**config.mk**
```make
export PLATFORM = sky130hd
export DESIGN_NAME = axi_noc_bridge_pair
export DESIGN_NICKNAME = d
export VERILOG_FILES = /design/src/source/noc_bridge_pkg.sv /design/src/source/flit_tx_header.sv /design/src/source/axi_master_bridge.sv /design/src/source/axi_slave_bridge.sv /design/src/source/axi_noc_bridge_pair.sv
export SDC_FILE = /design/constraint.sdc
export NUM_CORES = 1
export LEC_CHECK = 0
export ABC_AREA = 1
export BUFFER_PORTS_ARGS = -buffer_cell sky130_fd_sc_hd__buf_2
export CAP_MARGIN = 15
export CORE_AREA = 2 2 371 373
export CTS_CLUSTER_DIAMETER = 60
export DETAILED_ROUTE_END_ITERATION = 12
export DIE_AREA = 0 0 373 375
export PLACE_DENSITY_LB_ADDON = 0.1
export SKIP_CTS_REPAIR_TIMING = 1
export SYNTH_ARGS = -nofsm -noshare
export SYNTH_HDL_FRONTEND = slang
export SYNTH_SLANG_ARGS = --single-unit
```
**constraint.sdc**
```tcl
create_clock -name CLK -period 4.4 [get_ports CLK]
set_clock_uncertainty 0.15 [all_clocks]
set_input_delay 0.88 -clock CLK [delete_from_list [all_inputs] [get_ports CLK]]
set_output_delay 0.88 -clock CLK [all_outputs]
set_load 0.02 [all_outputs]
```
**src/source/noc_bridge_pkg.sv**
```systemverilog
package noc_bridge_pkg;

  // AXI widths
  localparam int axi_id_w    = 8;
  localparam int axi_addr_w  = 32;
  localparam int axi_data_w  = 64;
  localparam int axi_strb_w  = 8;
  localparam int axi_len_w   = 8;
  localparam int axi_size_w  = 3;
  localparam int axi_burst_w = 2;
  localparam int axi_resp_w  = 2;

  // Flit widths, header is valid + tail + dst + vc
  localparam int flit_dst_w  = 2;
  localparam int flit_data_w = 92;
  localparam int flit_w      = flit_data_w + 5;

  typedef logic [axi_id_w-1:0]    axi_id_t;
  typedef logic [axi_addr_w-1:0]  axi_addr_t;
  typedef logic [axi_data_w-1:0]  axi_data_t;
  typedef logic [axi_strb_w-1:0]  axi_strb_t;
  typedef logic [axi_len_w-1:0]   axi_len_t;
  typedef logic [axi_size_w-1:0]  axi_size_t;
  typedef logic [axi_burst_w-1:0] axi_burst_t;
  typedef logic [axi_resp_w-1:0]  axi_resp_t;

  typedef logic [flit_dst_w-1:0]  flit_dst_t;
  typedef logic [flit_data_w-1:0] flit_data_t;
  typedef logic [flit_w-1:0]      flit_t;

  typedef enum logic [2:0] {
    chan_aw = 3'd0,
    chan_w  = 3'd1,
    chan_b  = 3'd2,
    chan_ar = 3'd3,
    chan_r  = 3'd4
  } flit_channel_t;

  // Header bits above the data field
  localparam int flit_valid_bit = flit_w - 1;
  localparam int flit_tail_bit  = flit_w - 2;
  localparam int flit_dst_hi    = flit_w - 3;
  localparam int flit_dst_lo    = flit_w - 4;
  localparam int flit_vc_bit    = flit_w - 5;

  // Data field layout
  localparam int fld_chan_hi  = 91;
  localparam int fld_chan_lo  = 89;
  localparam int fld_id_hi    = 80;
  localparam int fld_id_lo    = 73;
  localparam int fld_last_bit = 72;
  localparam int fld_strb_hi  = 71;
  localparam int fld_strb_lo  = 64;
  // resp shares the low strb bits
  localparam int fld_resp_hi  = 65;
  localparam int fld_resp_lo  = 64;
  localparam int fld_data_hi  = 63;
  localparam int fld_data_lo  = 0;
  localparam int fld_len_hi   = 60;
  localparam int fld_len_lo   = 53;
  localparam int fld_size_hi  = 52;
  localparam int fld_size_lo  = 50;
  localparam int fld_burst_hi = 49;
  localparam int fld_burst_lo = 48;
  localparam int fld_addr_hi  = 31;
  localparam int fld_addr_lo  = 0;

  // Virtual channels
  localparam logic vc_request  = 1'b1;
  localparam logic vc_response = 1'b0;

endpackage

```
**src/source/flit_tx_header.sv**
```systemverilog
`timescale 1ns/1ps

module flit_tx_header
  import noc_bridge_pkg::*;
#(
  parameter logic vc = 1'b0
) (
  input  logic       CLK,
  input  logic       RST_N,
  input  logic       start,
  input  flit_dst_t  start_dst,
  input  logic       send,
  input  logic       tail,
  input  flit_data_t data,
  output flit_t      flit,
  output logic       flit_valid
);

  flit_dst_t dst_q;
  flit_dst_t dst;

  // Destination held for the rest of the transaction
  always_ff @(posedge CLK) begin
    if (!RST_N) begin
      dst_q <= '0;
    end else if (start) begin
      dst_q <= start_dst;
    end
  end

  // First flit of a transaction goes out before dst_q is loaded
  assign dst = start ? start_dst : dst_q;

  always_comb begin
    flit                             = '0;
    flit[flit_valid_bit]             = send;
    flit[flit_tail_bit]              = tail;
    flit[flit_dst_hi:flit_dst_lo]    = dst;
    flit[flit_vc_bit]                = vc;
    flit[flit_data_w-1:0]            = data;
  end

  assign flit_valid = send;

endmodule

```
**src/source/axi_master_bridge.sv**
```systemverilog
`timescale 1ns/1ps

module axi_master_bridge
  import noc_bridge_pkg::*;
(
  input  logic       CLK,
  input  logic       RST_N,
  // AXI slave port
  input  logic       s_awvalid,
  output logic       s_awready,
  input  axi_id_t    s_awid,
  input  axi_addr_t  s_awaddr,
  input  axi_len_t   s_awlen,
  input  axi_size_t  s_awsize,
  input  axi_burst_t s_awburst,
  input  logic       s_wvalid,
  output logic       s_wready,
  input  axi_data_t  s_wdata,
  input  axi_strb_t  s_wstrb,
  input  logic       s_wlast,
  output logic       s_bvalid,
  input  logic       s_bready,
  output axi_id_t    s_bid,
  output axi_resp_t  s_bresp,
  input  logic       s_arvalid,
  output logic       s_arready,
  input  axi_id_t    s_arid,
  input  axi_addr_t  s_araddr,
  input  axi_len_t   s_arlen,
  input  axi_size_t  s_arsize,
  input  axi_burst_t s_arburst,
  output logic       s_rvalid,
  input  logic       s_rready,
  output axi_id_t    s_rid,
  output axi_data_t  s_rdata,
  output axi_resp_t  s_rresp,
  output logic       s_rlast,
  // Flit ports
  output flit_t      put_flit,
  output logic       put_valid,
  input  flit_t      get_flit,
  input  logic       get_valid,
  output logic       get_ready
);

  typedef enum logic [2:0] {
    st_idle,
    st_wdata,
    st_wresp_wait,
    st_wresp,
    st_rdata_wait,
    st_rdata
  } state_t;

  state_t     state;
  state_t     state_nxt;
  logic       aw_fire;
  logic       w_fire;
  logic       b_fire;
  logic       ar_fire;
  logic       r_fire;
  flit_t      get_q;
  flit_data_t put_data;

  assign aw_fire = s_awvalid && s_awready;
  assign w_fire  = s_wvalid && s_wready;
  assign b_fire  = s_bvalid && s_bready;
  assign ar_fire = s_arvalid && s_arready;
  assign r_fire  = s_rvalid && s_rready;

  always_ff @(posedge CLK) begin
    if (!RST_N) begin
      state <= st_idle;
    end else begin
      state <= state_nxt;
    end
  end

  always_comb begin
    state_nxt = state;
    case (state)
      st_idle: begin
        if (aw_fire) begin
          state_nxt = st_wdata;
        end else if (ar_fire) begin
          state_nxt = st_rdata_wait;
        end
      end
      st_wdata:      if (w_fire && s_wlast) state_nxt = st_wresp_wait;
      st_wresp_wait: if (get_valid) state_nxt = st_wresp;
      st_wresp:      if (b_fire) state_nxt = st_idle;
      st_rdata_wait: if (get_valid) state_nxt = st_rdata;
      st_rdata: begin
        if (r_fire) begin
          state_nxt = s_rlast ? st_idle : st_rdata_wait;
        end
      end
      default: state_nxt = st_idle;
    endcase
  end

  // aw wins when both address channels are valid in idle
  assign s_awready = (state == st_idle);
  assign s_arready = (state == st_idle) && !s_awvalid;
  assign s_wready  = (state == st_wdata);

  // Request flit payload
  always_comb begin
    put_data = '0;
    if (aw_fire) begin
      put_data[fld_chan_hi:fld_chan_lo]   = chan_aw;
      put_data[fld_id_hi:fld_id_lo]       = s_awid;
      put_data[fld_len_hi:fld_len_lo]     = s_awlen;
      put_data[fld_size_hi:fld_size_lo]   = s_awsize;
      put_data[fld_burst_hi:fld_burst_lo] = s_awburst;
      put_data[fld_addr_hi:fld_addr_lo]   = s_awaddr;
    end else if (w_fire) begin
      put_data[fld_chan_hi:fld_chan_lo]   = chan_w;
      put_data[fld_last_bit]              = s_wlast;
      put_data[fld_strb_hi:fld_strb_lo]   = s_wstrb;
      put_data[fld_data_hi:fld_data_lo]   = s_wdata;
    end else if (ar_fire) begin
      put_data[fld_chan_hi:fld_chan_lo]   = chan_ar;
      put_data[fld_id_hi:fld_id_lo]       = s_arid;
      put_data[fld_len_hi:fld_len_lo]     = s_arlen;
      put_data[fld_size_hi:fld_size_lo]   = s_arsize;
      put_data[fld_burst_hi:fld_burst_lo] = s_arburst;
      put_data[fld_addr_hi:fld_addr_lo]   = s_araddr;
    end
  end

  flit_tx_header #(
    .vc(vc_request)
  ) u_tx_header (
    .CLK        (CLK),
    .RST_N      (RST_N),
    .start      (aw_fire || ar_fire),
    .start_dst  (aw_fire ? s_awaddr[flit_dst_w-1:0] : s_araddr[flit_dst_w-1:0]),
    .send       (aw_fire || w_fire || ar_fire),
    .tail       (ar_fire || (w_fire && s_wlast)),
    .data       (put_data),
    .flit       (put_flit),
    .flit_valid (put_valid)
  );

  // Response flit register
  assign get_ready = (state == st_wresp_wait) || (state == st_rdata_wait);

  always_ff @(posedge CLK) begin
    if (get_ready) begin
      get_q <= get_flit;
    end
  end

  assign s_bvalid = (state == st_wresp);
  assign s_bid    = get_q[fld_id_hi:fld_id_lo];
  assign s_bresp  = get_q[fld_resp_hi:fld_resp_lo];

  assign s_rvalid = (state == st_rdata);
  assign s_rid    = get_q[fld_id_hi:fld_id_lo];
  assign s_rdata  = get_q[fld_data_hi:fld_data_lo];
  assign s_rresp  = get_q[fld_resp_hi:fld_resp_lo];
  assign s_rlast  = get_q[fld_last_bit];

endmodule

```
**src/source/axi_slave_bridge.sv**
```systemverilog
`timescale 1ns/1ps

module axi_slave_bridge
  import noc_bridge_pkg::*;
(
  input  logic       CLK,
  input  logic       RST_N,
  // AXI master port
  output logic       m_awvalid,
  input  logic       m_awready,
  output axi_id_t    m_awid,
  output axi_addr_t  m_awaddr,
  output axi_len_t   m_awlen,
  output axi_size_t  m_awsize,
  output axi_burst_t m_awburst,
  output logic       m_wvalid,
  input  logic       m_wready,
  output axi_data_t  m_wdata,
  output axi_strb_t  m_wstrb,
  output logic       m_wlast,
  input  logic       m_bvalid,
  output logic       m_bready,
  input  axi_id_t    m_bid,
  input  axi_resp_t  m_bresp,
  output logic       m_arvalid,
  input  logic       m_arready,
  output axi_id_t    m_arid,
  output axi_addr_t  m_araddr,
  output axi_len_t   m_arlen,
  output axi_size_t  m_arsize,
  output axi_burst_t m_arburst,
  input  logic       m_rvalid,
  output logic       m_rready,
  input  axi_id_t    m_rid,
  input  axi_data_t  m_rdata,
  input  axi_resp_t  m_rresp,
  input  logic       m_rlast,
  // Flit ports
  output flit_t      put_flit,
  output logic       put_valid,
  input  flit_t      get_flit,
  input  logic       get_valid,
  output logic       get_ready
);

  typedef enum logic [2:0] {
    st_idle,
    st_waddr,
    st_wdata_wait,
    st_wdata,
    st_wresp,
    st_raddr,
    st_rdata
  } state_t;

  state_t        state;
  state_t        state_nxt;
  logic          aw_fire;
  logic          w_fire;
  logic          b_fire;
  logic          ar_fire;
  logic          r_fire;
  flit_channel_t in_chan;
  flit_t         get_q;
  flit_data_t    put_data;

  assign aw_fire = m_awvalid && m_awready;
  assign w_fire  = m_wvalid && m_wready;
  assign b_fire  = m_bvalid && m_bready;
  assign ar_fire = m_arvalid && m_arready;
  assign r_fire  = m_rvalid && m_rready;

  // Channel of the flit currently offered by the network
  assign in_chan = flit_channel_t'(get_flit[fld_chan_hi:fld_chan_lo]);

  always_ff @(posedge CLK) begin
    if (!RST_N) begin
      state <= st_idle;
    end else begin
      state <= state_nxt;
    end
  end

  always_comb begin
    state_nxt = state;
    case (state)
      st_idle: begin
        if (get_valid && in_chan == chan_aw) begin
          state_nxt = st_waddr;
        end else if (get_valid && in_chan == chan_ar) begin
          state_nxt = st_raddr;
        end
      end
      st_waddr:      if (aw_fire) state_nxt = st_wdata_wait;
      st_wdata_wait: if (get_valid) state_nxt = st_wdata;
      st_wdata: begin
        if (w_fire) begin
          state_nxt = m_wlast ? st_wresp : st_wdata_wait;
        end
      end
      st_wresp:      if (b_fire) state_nxt = st_idle;
      st_raddr:      if (ar_fire) state_nxt = st_rdata;
      st_rdata:      if (r_fire && m_rlast) state_nxt = st_idle;
      default: state_nxt = st_idle;
    endcase
  end

  // Request flit register, frozen while a beat is on the AXI side
  assign get_ready = (state == st_idle) || (state == st_wdata_wait);

  always_ff @(posedge CLK) begin
    if (get_ready) begin
      get_q <= get_flit;
    end
  end

  assign m_awvalid = (state == st_waddr);
  assign m_awid    = get_q[fld_id_hi:fld_id_lo];
  assign m_awaddr  = get_q[fld_addr_hi:fld_addr_lo];
  assign m_awlen   = get_q[fld_len_hi:fld_len_lo];
  assign m_awsize  = get_q[fld_size_hi:fld_size_lo];
  assign m_awburst = get_q[fld_burst_hi:fld_burst_lo];

  assign m_wvalid  = (state == st_wdata);
  assign m_wdata   = get_q[fld_data_hi:fld_data_lo];
  assign m_wstrb   = get_q[fld_strb_hi:fld_strb_lo];
  assign m_wlast   = get_q[fld_last_bit];

  assign m_bready  = (state == st_wresp);

  assign m_arvalid = (state == st_raddr);
  assign m_arid    = get_q[fld_id_hi:fld_id_lo];
  assign m_araddr  = get_q[fld_addr_hi:fld_addr_lo];
  assign m_arlen   = get_q[fld_len_hi:fld_len_lo];
  assign m_arsize  = get_q[fld_size_hi:fld_size_lo];
  assign m_arburst = get_q[fld_burst_hi:fld_burst_lo];

  assign m_rready  = (state == st_rdata);

  // Response flit payload
  always_comb begin
    put_data = '0;
    if (b_fire) begin
      put_data[fld_chan_hi:fld_chan_lo] = chan_b;
      put_data[fld_id_hi:fld_id_lo]     = m_bid;
      put_data[fld_resp_hi:fld_resp_lo] = m_bresp;
    end else if (r_fire) begin
      put_data[fld_chan_hi:fld_chan_lo] = chan_r;
      put_data[fld_id_hi:fld_id_lo]     = m_rid;
      put_data[fld_last_bit]            = m_rlast;
      put_data[fld_resp_hi:fld_resp_lo] = m_rresp;
      put_data[fld_data_hi:fld_data_lo] = m_rdata;
    end
  end

  // Responses route back by the low ID bits
  flit_tx_header #(
    .vc(vc_response)
  ) u_tx_header (
    .CLK        (CLK),
    .RST_N      (RST_N),
    .start      (aw_fire || ar_fire),
    .start_dst  (aw_fire ? m_awid[flit_dst_w-1:0] : m_arid[flit_dst_w-1:0]),
    .send       (b_fire || r_fire),
    .tail       (b_fire || (r_fire && m_rlast)),
    .data       (put_data),
    .flit       (put_flit),
    .flit_valid (put_valid)
  );

endmodule

```
**src/source/axi_noc_bridge_pair.sv**
```systemverilog
`timescale 1ns/1ps

module axi_noc_bridge_pair
  import noc_bridge_pkg::*;
(
  input  logic       CLK,
  input  logic       RST_N,
  // AXI slave port, driven by the master device
  input  logic       s_awvalid,
  output logic       s_awready,
  input  axi_id_t    s_awid,
  input  axi_addr_t  s_awaddr,
  input  axi_len_t   s_awlen,
  input  axi_size_t  s_awsize,
  input  axi_burst_t s_awburst,
  input  logic       s_wvalid,
  output logic       s_wready,
  input  axi_data_t  s_wdata,
  input  axi_strb_t  s_wstrb,
  input  logic       s_wlast,
  output logic       s_bvalid,
  input  logic       s_bready,
  output axi_id_t    s_bid,
  output axi_resp_t  s_bresp,
  input  logic       s_arvalid,
  output logic       s_arready,
  input  axi_id_t    s_arid,
  input  axi_addr_t  s_araddr,
  input  axi_len_t   s_arlen,
  input  axi_size_t  s_arsize,
  input  axi_burst_t s_arburst,
  output logic       s_rvalid,
  input  logic       s_rready,
  output axi_id_t    s_rid,
  output axi_data_t  s_rdata,
  output axi_resp_t  s_rresp,
  output logic       s_rlast,
  // AXI master port, toward the slave device
  output logic       m_awvalid,
  input  logic       m_awready,
  output axi_id_t    m_awid,
  output axi_addr_t  m_awaddr,
  output axi_len_t   m_awlen,
  output axi_size_t  m_awsize,
  output axi_burst_t m_awburst,
  output logic       m_wvalid,
  input  logic       m_wready,
  output axi_data_t  m_wdata,
  output axi_strb_t  m_wstrb,
  output logic       m_wlast,
  input  logic       m_bvalid,
  output logic       m_bready,
  input  axi_id_t    m_bid,
  input  axi_resp_t  m_bresp,
  output logic       m_arvalid,
  input  logic       m_arready,
  output axi_id_t    m_arid,
  output axi_addr_t  m_araddr,
  output axi_len_t   m_arlen,
  output axi_size_t  m_arsize,
  output axi_burst_t m_arburst,
  input  logic       m_rvalid,
  output logic       m_rready,
  input  axi_id_t    m_rid,
  input  axi_data_t  m_rdata,
  input  axi_resp_t  m_rresp,
  input  logic       m_rlast,
  // Network links
  output flit_t      req_put_flit,
  output logic       req_put_valid,
  input  flit_t      req_get_flit,
  input  logic       req_get_valid,
  output logic       req_get_ready,
  output flit_t      rsp_put_flit,
  output logic       rsp_put_valid,
  input  flit_t      rsp_get_flit,
  input  logic       rsp_get_valid,
  output logic       rsp_get_ready
);

  // AXI ports connect by name, flit ports map to the request/response links
  axi_master_bridge u_master_bridge (
    .put_flit  (req_put_flit),
    .put_valid (req_put_valid),
    .get_flit  (rsp_get_flit),
    .get_valid (rsp_get_valid),
    .get_ready (rsp_get_ready),
    .*
  );

  axi_slave_bridge u_slave_bridge (
    .put_flit  (rsp_put_flit),
    .put_valid (rsp_put_valid),
    .get_flit  (req_get_flit),
    .get_valid (req_get_valid),
    .get_ready (req_get_ready),
    .*
  );

endmodule

```
==> impl_metrics.env, run 1 <==
export IMPL_critical_path_slowest_cell="a22oi_1"
export IMPL_dieArea_mm2=0.140
export IMPL_period_share=0.837
export IMPL_tns_ns=0
export IMPL_routed_via_density=2.51
export IMPL_slowest_delay_ns=0.74
export IMPL_cp_end_kind="output port"
export IMPL_required_ns=3.37
export IMPL_path_buf_inv=3
export IMPL_drc=0
export IMPL_vias=8526
export IMPL_initial_utilization=0.0622
export IMPL_maxCapViolations=0
export IMPL_synth_seq_cells=166
export IMPL_grt_max_degree=83
export IMPL_setup_viol=0
export IMPL_path_class="reg2out"
export IMPL_worstHoldEndpoint="u_master_bridge.u_tx_header.dst_q[0]"
export IMPL_synth_seq_area_share=0.576
export IMPL_port_buffers=882
export IMPL_fin_cells=3395
export IMPL_hold_violations=0
export IMPL_grt_pass1_vias=8468
export IMPL_dieHeight_um=375
export IMPL_cpLargestDelayFamily="compound AO/OA/AOI/OAI gates"
export IMPL_htreeDepth=4
export IMPL_cts_clk_slew_worst_paths_ns=0.09
export IMPL_cts_buffers=17
export IMPL_gp_congestion=0.919
export IMPL_drtIter0Drc=361
export IMPL_area_growth_pct=73.0
export IMPL_fin_crit_ns=3.68
export IMPL_max_freq_ghz=0.272
export IMPL_cp_max_fo=56
export IMPL_relSlewSlack=0.308
export IMPL_slew_violations=0
export IMPL_grt_overflow_total=0
export IMPL_pin_count=944
export IMPL_drive_above_1_share=0.605
export IMPL_rr_worst_depth=4
export IMPL_syn_area_mm2=0.00848
export IMPL_fp_coreArea_mm2=0.136
export IMPL_clockBufferDepth=2
export IMPL_dp_hpwl_um=45900
export IMPL_clkSinkCount=166
export IMPL_ant_nets=0
export IMPL_grt_antenna_before_repair=12
export IMPL_setup_slack_ns=0.719
export IMPL_post_place_cells=3363
export IMPL_outcome="finished, final reports clean"
export IMPL_worstSkewPairLatency_ns=0.52
export IMPL_place_area_mm2=0.0141
export IMPL_timing_rr_end="u_master_bridge.get_q[74]"
export IMPL_arrival_ns=2.65
export IMPL_worst_slew_pin_slew_ns=1.04
export IMPL_drt_wl_total_um=53600
export IMPL_post_synth_inst_count=823
export IMPL_hold_start="u_master_bridge.u_tx_header.dst_q[0]"
export IMPL_final_nets=2060
export IMPL_worstSetupStartpointType="register"
export IMPL_placementRows=136
export IMPL_hp_class="reg2reg"
export IMPL_power_density_mw_per_mm2=573
export IMPL_synth_area_per_cell_um2=10.3
export IMPL_rsz0062_at_grt="false"
export IMPL_grt_pass1_wl_um=69300
export IMPL_wire_per_inst_um=15.8
export IMPL_cts_root_buf="clkbuf_16"
export IMPL_hold_depth=2
export IMPL_dp_slack_ns=0.946
export IMPL_p_leak_nw=7.30
export IMPL_fin_util=0.108
export IMPL_cts_tree="done"
export IMPL_synth_cell_types=30
export IMPL_worstPathCellList="inv_2, nand3_2, nor2_4, buf_12, a22oi_1, nand2_1, buf_2"
export IMPL_grt_usage=0.0735
export IMPL_reg2reg_slack_ns=1.98
export IMPL_worstReg2RegStart="u_master_bridge.state[2]"
export IMPL_stdcell_area_mm2=0.0147
export IMPL_yosysWarnings=0
export IMPL_antennaDiodeCount=0
export IMPL_die_w_um=373
export IMPL_dr_pass1_iters=6
export IMPL_vdd_drop_max_mv=0.299
cells by family after synthesis:
| kind of cell | count (synthesis) | synth area share |
|---|---|---|
| AND/OR/NAND/NOR | 284 | 0.134 |
| other | 2 | 0.000885 |
| AO/OA/AOI/OAI | 75 | 0.0826 |
| flip-flops | 166 | 0.576 |
| buffers and inverters | 296 | 0.207 |
through the flow:
| step | hold slack (ns) | total power, mW |
|---|---|---|
| 5_1_grt | 0.319 | 8.94 |
| 2_1_floorplan | 0.307 | 5.50 |
| 3_5_place_dp | 0.339 | 7.02 |
| 4_1_cts | 0.287 | 8.72 |
| 3_3_place_gp | 0.349 | 7.07 |
| 6_report | 0.348 | 8.40 |
report_power, final:
part           internal, mW  switching, mW  total (mW)
clock network         0.754          0.815        1.57
logic                  1.13           2.99        4.11
registers              2.43          0.294        2.72
area by class of cell:
type / count / area (um2)
clock buffers: 17 / 425
clock inverters: 15 / 158
fillers: 15857 / 122000
inverters: 127 / 482
multi-input cells: 385 / 1950
flip-flops and latches: 166 / 4880
well taps: 1794 / 2240
repair buffers: 891 / 4530
placed cells by master, fill, tap and decap left out, types with 5 or more instances in the layout:
| cell | instances |
|---|---|
| buf_2 | 882 |
| edfxtp_1 | 156 |
| nand2_1 | 133 |
| inv_1 | 121 |
| nor2_1 | 119 |
| a22oi_2 | 30 |
| conb_1 | 26 |
| a22o_1 | 18 |
| clkbuf_16 | 17 |
| nand3_1 | 15 |
| a22oi_1 | 11 |
| dfxtp_1 | 10 |
| o21ai_0 | 7 |
| buf_4 | 5 |
per-layer routing:
layer	global-route usage	vias up	share of wire
met5	0	-	0.00043
met4	0.0283	4	0.023
met3	0.0282	46	0.079
met2	0.133	452	0.53
met1	0.0762	4002	0.37
li1	-	4022	-
worst max path at each step:
| stage | from | end | slack [ns] | cells after the start |
|---|---|---|---|---|
| 2_1_floorplan | u_master_bridge.state[2] | rsp_get_ready | 0.99 | 3 |
| 3_3_place_gp | s_awvalid | req_put_flit[94] | 0.94 | 9 |
| 3_5_place_dp | s_awvalid | req_put_flit[94] | 0.95 | 9 |
| 4_1_cts | u_master_bridge.state[1] | req_put_flit[94] | 0.69 | 8 |
| 5_1_grt | u_master_bridge.state[1] | req_put_flit[56] | 0.57 | 7 |
| 6_report | u_master_bridge.state[1] | req_put_flit[56] | 0.72 | 7 |
synth_stat cells:
cell	number	area, um2
inv_2	4	15.0
buf_2	13	65.1
nor2_2	3	18.8
conb_1	2	7.51
clkbuf_1	4	15.0
nand4_1	3	18.8
nand3_2	1	10.0
a22o_1	18	158
nor2_4	2	22.5
or2_1	1	6.26
buf_12	3	60.1
buf_4	146	1100
a31oi_1	2	12.5
buf_8	1	15.0
o21ai_0	7	35.0
nand2_2	4	25.0
o21bai_1	1	7.51
nor2_1	119	447
nand2_1	134	503
nor3_1	2	10.0
edfxtp_1	156	4680
a21oi_1	4	20.0
nand3_1	15	75.1
buf_6	2	22.5
inv_1	122	458
inv_4	1	6.26
o21ai_1	2	10.0
dfxtp_1	10	200
a22oi_2	30	375
a22oi_1	11	82.6
flip-flops by register name (all words and copies together), names as in the netlist:
name / flops
u_slave_bridge.u_tx_header.dst_q: 2
u_master_bridge.state: 3
u_master_bridge.get_q: 75
u_slave_bridge.state: 3
u_master_bridge.u_tx_header.dst_q: 2
u_slave_bridge.get_q: 81
worst min-delay path, cell delays in order, from the launching register on:
cell	delay [ns]
dfxtp_1	0.30
nand2_1	0.07
a31oi_1	0.07
No activity file was read; power rests on OpenSTA's default activity.
==> run 2, diff against run 1 <==
clock period = 3.1 ns   (was 4.4 ns; I/O delays follow)
==> run 2 against run 1 <==
Against the previous run: register-to-register slack worse by 0.84 ns; final area up 1.9%; die area unchanged; critical path type unchanged.
==> impl_metrics.env, run 2 (same netlist as run 1, synthesis figures left out) <==
export IMPL_fp_coreArea_mm2=0.136
export IMPL_path_buf_inv=3
export IMPL_drt_wl_total_um=52200
export IMPL_area_growth_pct=76.3
export IMPL_p_leak_nw=7.42
export IMPL_hold_violations=0
export IMPL_final_nets=2076
export IMPL_routed_via_density=2.52
export IMPL_cp_end_kind="output port"
export IMPL_cts_clk_slew_worst_paths_ns=0.09
export IMPL_ant_nets=0
export IMPL_placementRows=136
export IMPL_vdd_drop_max_mv=0.317
export IMPL_grt_pass1_wl_um=67000
export IMPL_largest_reg_flops=81
export IMPL_vias=8615
export IMPL_wl_met1_um=18500
export IMPL_initial_utilization=0.0622
export IMPL_setup_viol=0
export IMPL_path_class="reg2out"
export IMPL_dr_wl_met3_um=3980
export IMPL_layout_commonest_cell="buf_2"
export IMPL_wire_per_inst_um=15.3
export IMPL_grt_usage=0.0705
export IMPL_die_w_um=373
export IMPL_slew_violations=0
export IMPL_period_share=0.958
export IMPL_clockBufferDepth=2
export IMPL_grt_max_degree=66
export IMPL_slowest_delay_ns=0.49
export IMPL_p_total_mw=12.2
export IMPL_clkSinkCount=166
export IMPL_required_ns=2.33
export IMPL_power_density_mw_per_mm2=815
export IMPL_drc=0
export IMPL_grt_antenna_before_repair=20
export IMPL_worstPathCellList="inv_2, nor2_2, nand2_2, buf_12, nor2_1, buf_2"
export IMPL_dp_hpwl_um=44500
export IMPL_hp_class="in2reg"
export IMPL_cts_buffers=17
export IMPL_reg2reg_slack_ns=1.14
export IMPL_cpLargestDelayFamily="simple AND/OR/NAND/NOR gates"
export IMPL_gp_congestion=0.915
export IMPL_critical_path_slowest_cell="dfxtp_1"
export IMPL_worstSetupStartpointType="register"
export IMPL_pin_count=944
export IMPL_maxCapViolations=0
export IMPL_fin_crit_ns=2.97
export IMPL_worstSkewPairLatency_ns=0.51
export IMPL_cp_max_fo=42
export IMPL_setup_slack_ns=0.130
export IMPL_grt_pass1_vias=8503
export IMPL_dieArea_mm2=0.140
export IMPL_cts_root_buf="clkbuf_16"
export IMPL_rsz0062_at_grt="false"
export IMPL_grt_overflow_total=0
export IMPL_drtIter0Drc=331
export IMPL_max_freq_ghz=0.337
export IMPL_top_layer="met5"
export IMPL_wl_met2_um=27800
export IMPL_dieHeight_um=375
export IMPL_arrival_ns=2.20
export IMPL_dr_pass1_iters=4
export IMPL_dp_slack_ns=0.258
export IMPL_largest_register="u_slave_bridge.get_q"
export IMPL_port_buffers=882
export IMPL_largestRegisters="u_slave_bridge.get_q (81), u_master_bridge.get_q (75)"
export IMPL_drive_above_1_share=0.613
export IMPL_outcome="finished, final reports clean"
export IMPL_most_common_layout_cells="881 x buf_2, 156 x edfxtp_1, 132 x nand2_1, 120 x inv_1, 117 x nor2_1"
export IMPL_htreeDepth=4
export IMPL_cts_tree="done"
==> run 2: cell count changes in the layout (fill, tap and decap cells not counted), moves of 2 or more <==
cell	previous run	this run
diode_2	0	2
buf_12	4	7
buf_4	5	12
dfxtp_1	10	8
buf_6	0	2
clkbuf_16	17	19
nor2_1	119	117
==> run 2: worst register-to-register path, cell delays in order (launching register included) <==
cell and delay, ns:
dfxtp_1 0.37, inv_1 0.14, nand2_1 0.12, inv_4 0.32, buf_12 0.41
==> run 2: per-stage QoR <==
| stage | utilization | hold slack (ns) | setup TNS, ns | cells | area, um2 |
|---|---|---|---|---|---|
| floorplan | - | 0.307 | 0 | 847 | 8570 |
| global placement | 0.104 | 0.338 | 0 | 3373 | 14200 |
| detailed placement | 0.104 | 0.338 | 0 | 3373 | 14200 |
| CTS | 0.109 | 0.0219 | -8.51 | 3405 | 14800 |
| global route | 0.110 | 0.0582 | 0 | 3412 | 14900 |
| finish | 0.110 | 0.122 | 0 | 3413 | 15000 |
==> run 2: where the power goes <==
group          internal, mW  leakage [nW]  switching (mW)
Combinational          1.76          5.53            4.27
Sequential             3.43          1.59           0.402
Clock                  1.15         0.294            1.16
Total                  6.35          7.42            5.84
==> run 2: path summary, 6_finish.rpt <==
| check | end | from | depth (start not counted) |
|---|---|---|---|
| max | rsp_put_flit[13] | u_slave_bridge.state[1] | 6 |
| min | u_master_bridge.get_q[65] | rsp_get_flit[65] | 1 |
| min reg2reg | u_master_bridge.u_tx_header.dst_q[0] | u_master_bridge.u_tx_header.dst_q[0] | 2 |
| max reg2reg | u_slave_bridge.get_q[80] | u_slave_bridge.state[2] | 4 |
==> run 2: layout make-up <==
cell class                      count  area [um2]
Tap cell                         1794        2240
Inverter                          127         495
Timing Repair inverter              1        5.00
Multi-Input combinational cell    385        1960
Fill cell                       15813      121000
Antenna cell                        2        5.00
Timing Repair Buffer              906        4750
Clock buffer                       17         425
Clock inverter                     15         179
Sequential cell                   166        4890
==> run 2: metal layers <==
metal,up-vias,track usage
met3,80,0.0270
met5,-,0
met4,16,0.0351
met1,4005,0.0694
li1,4058,-
met2,456,0.129
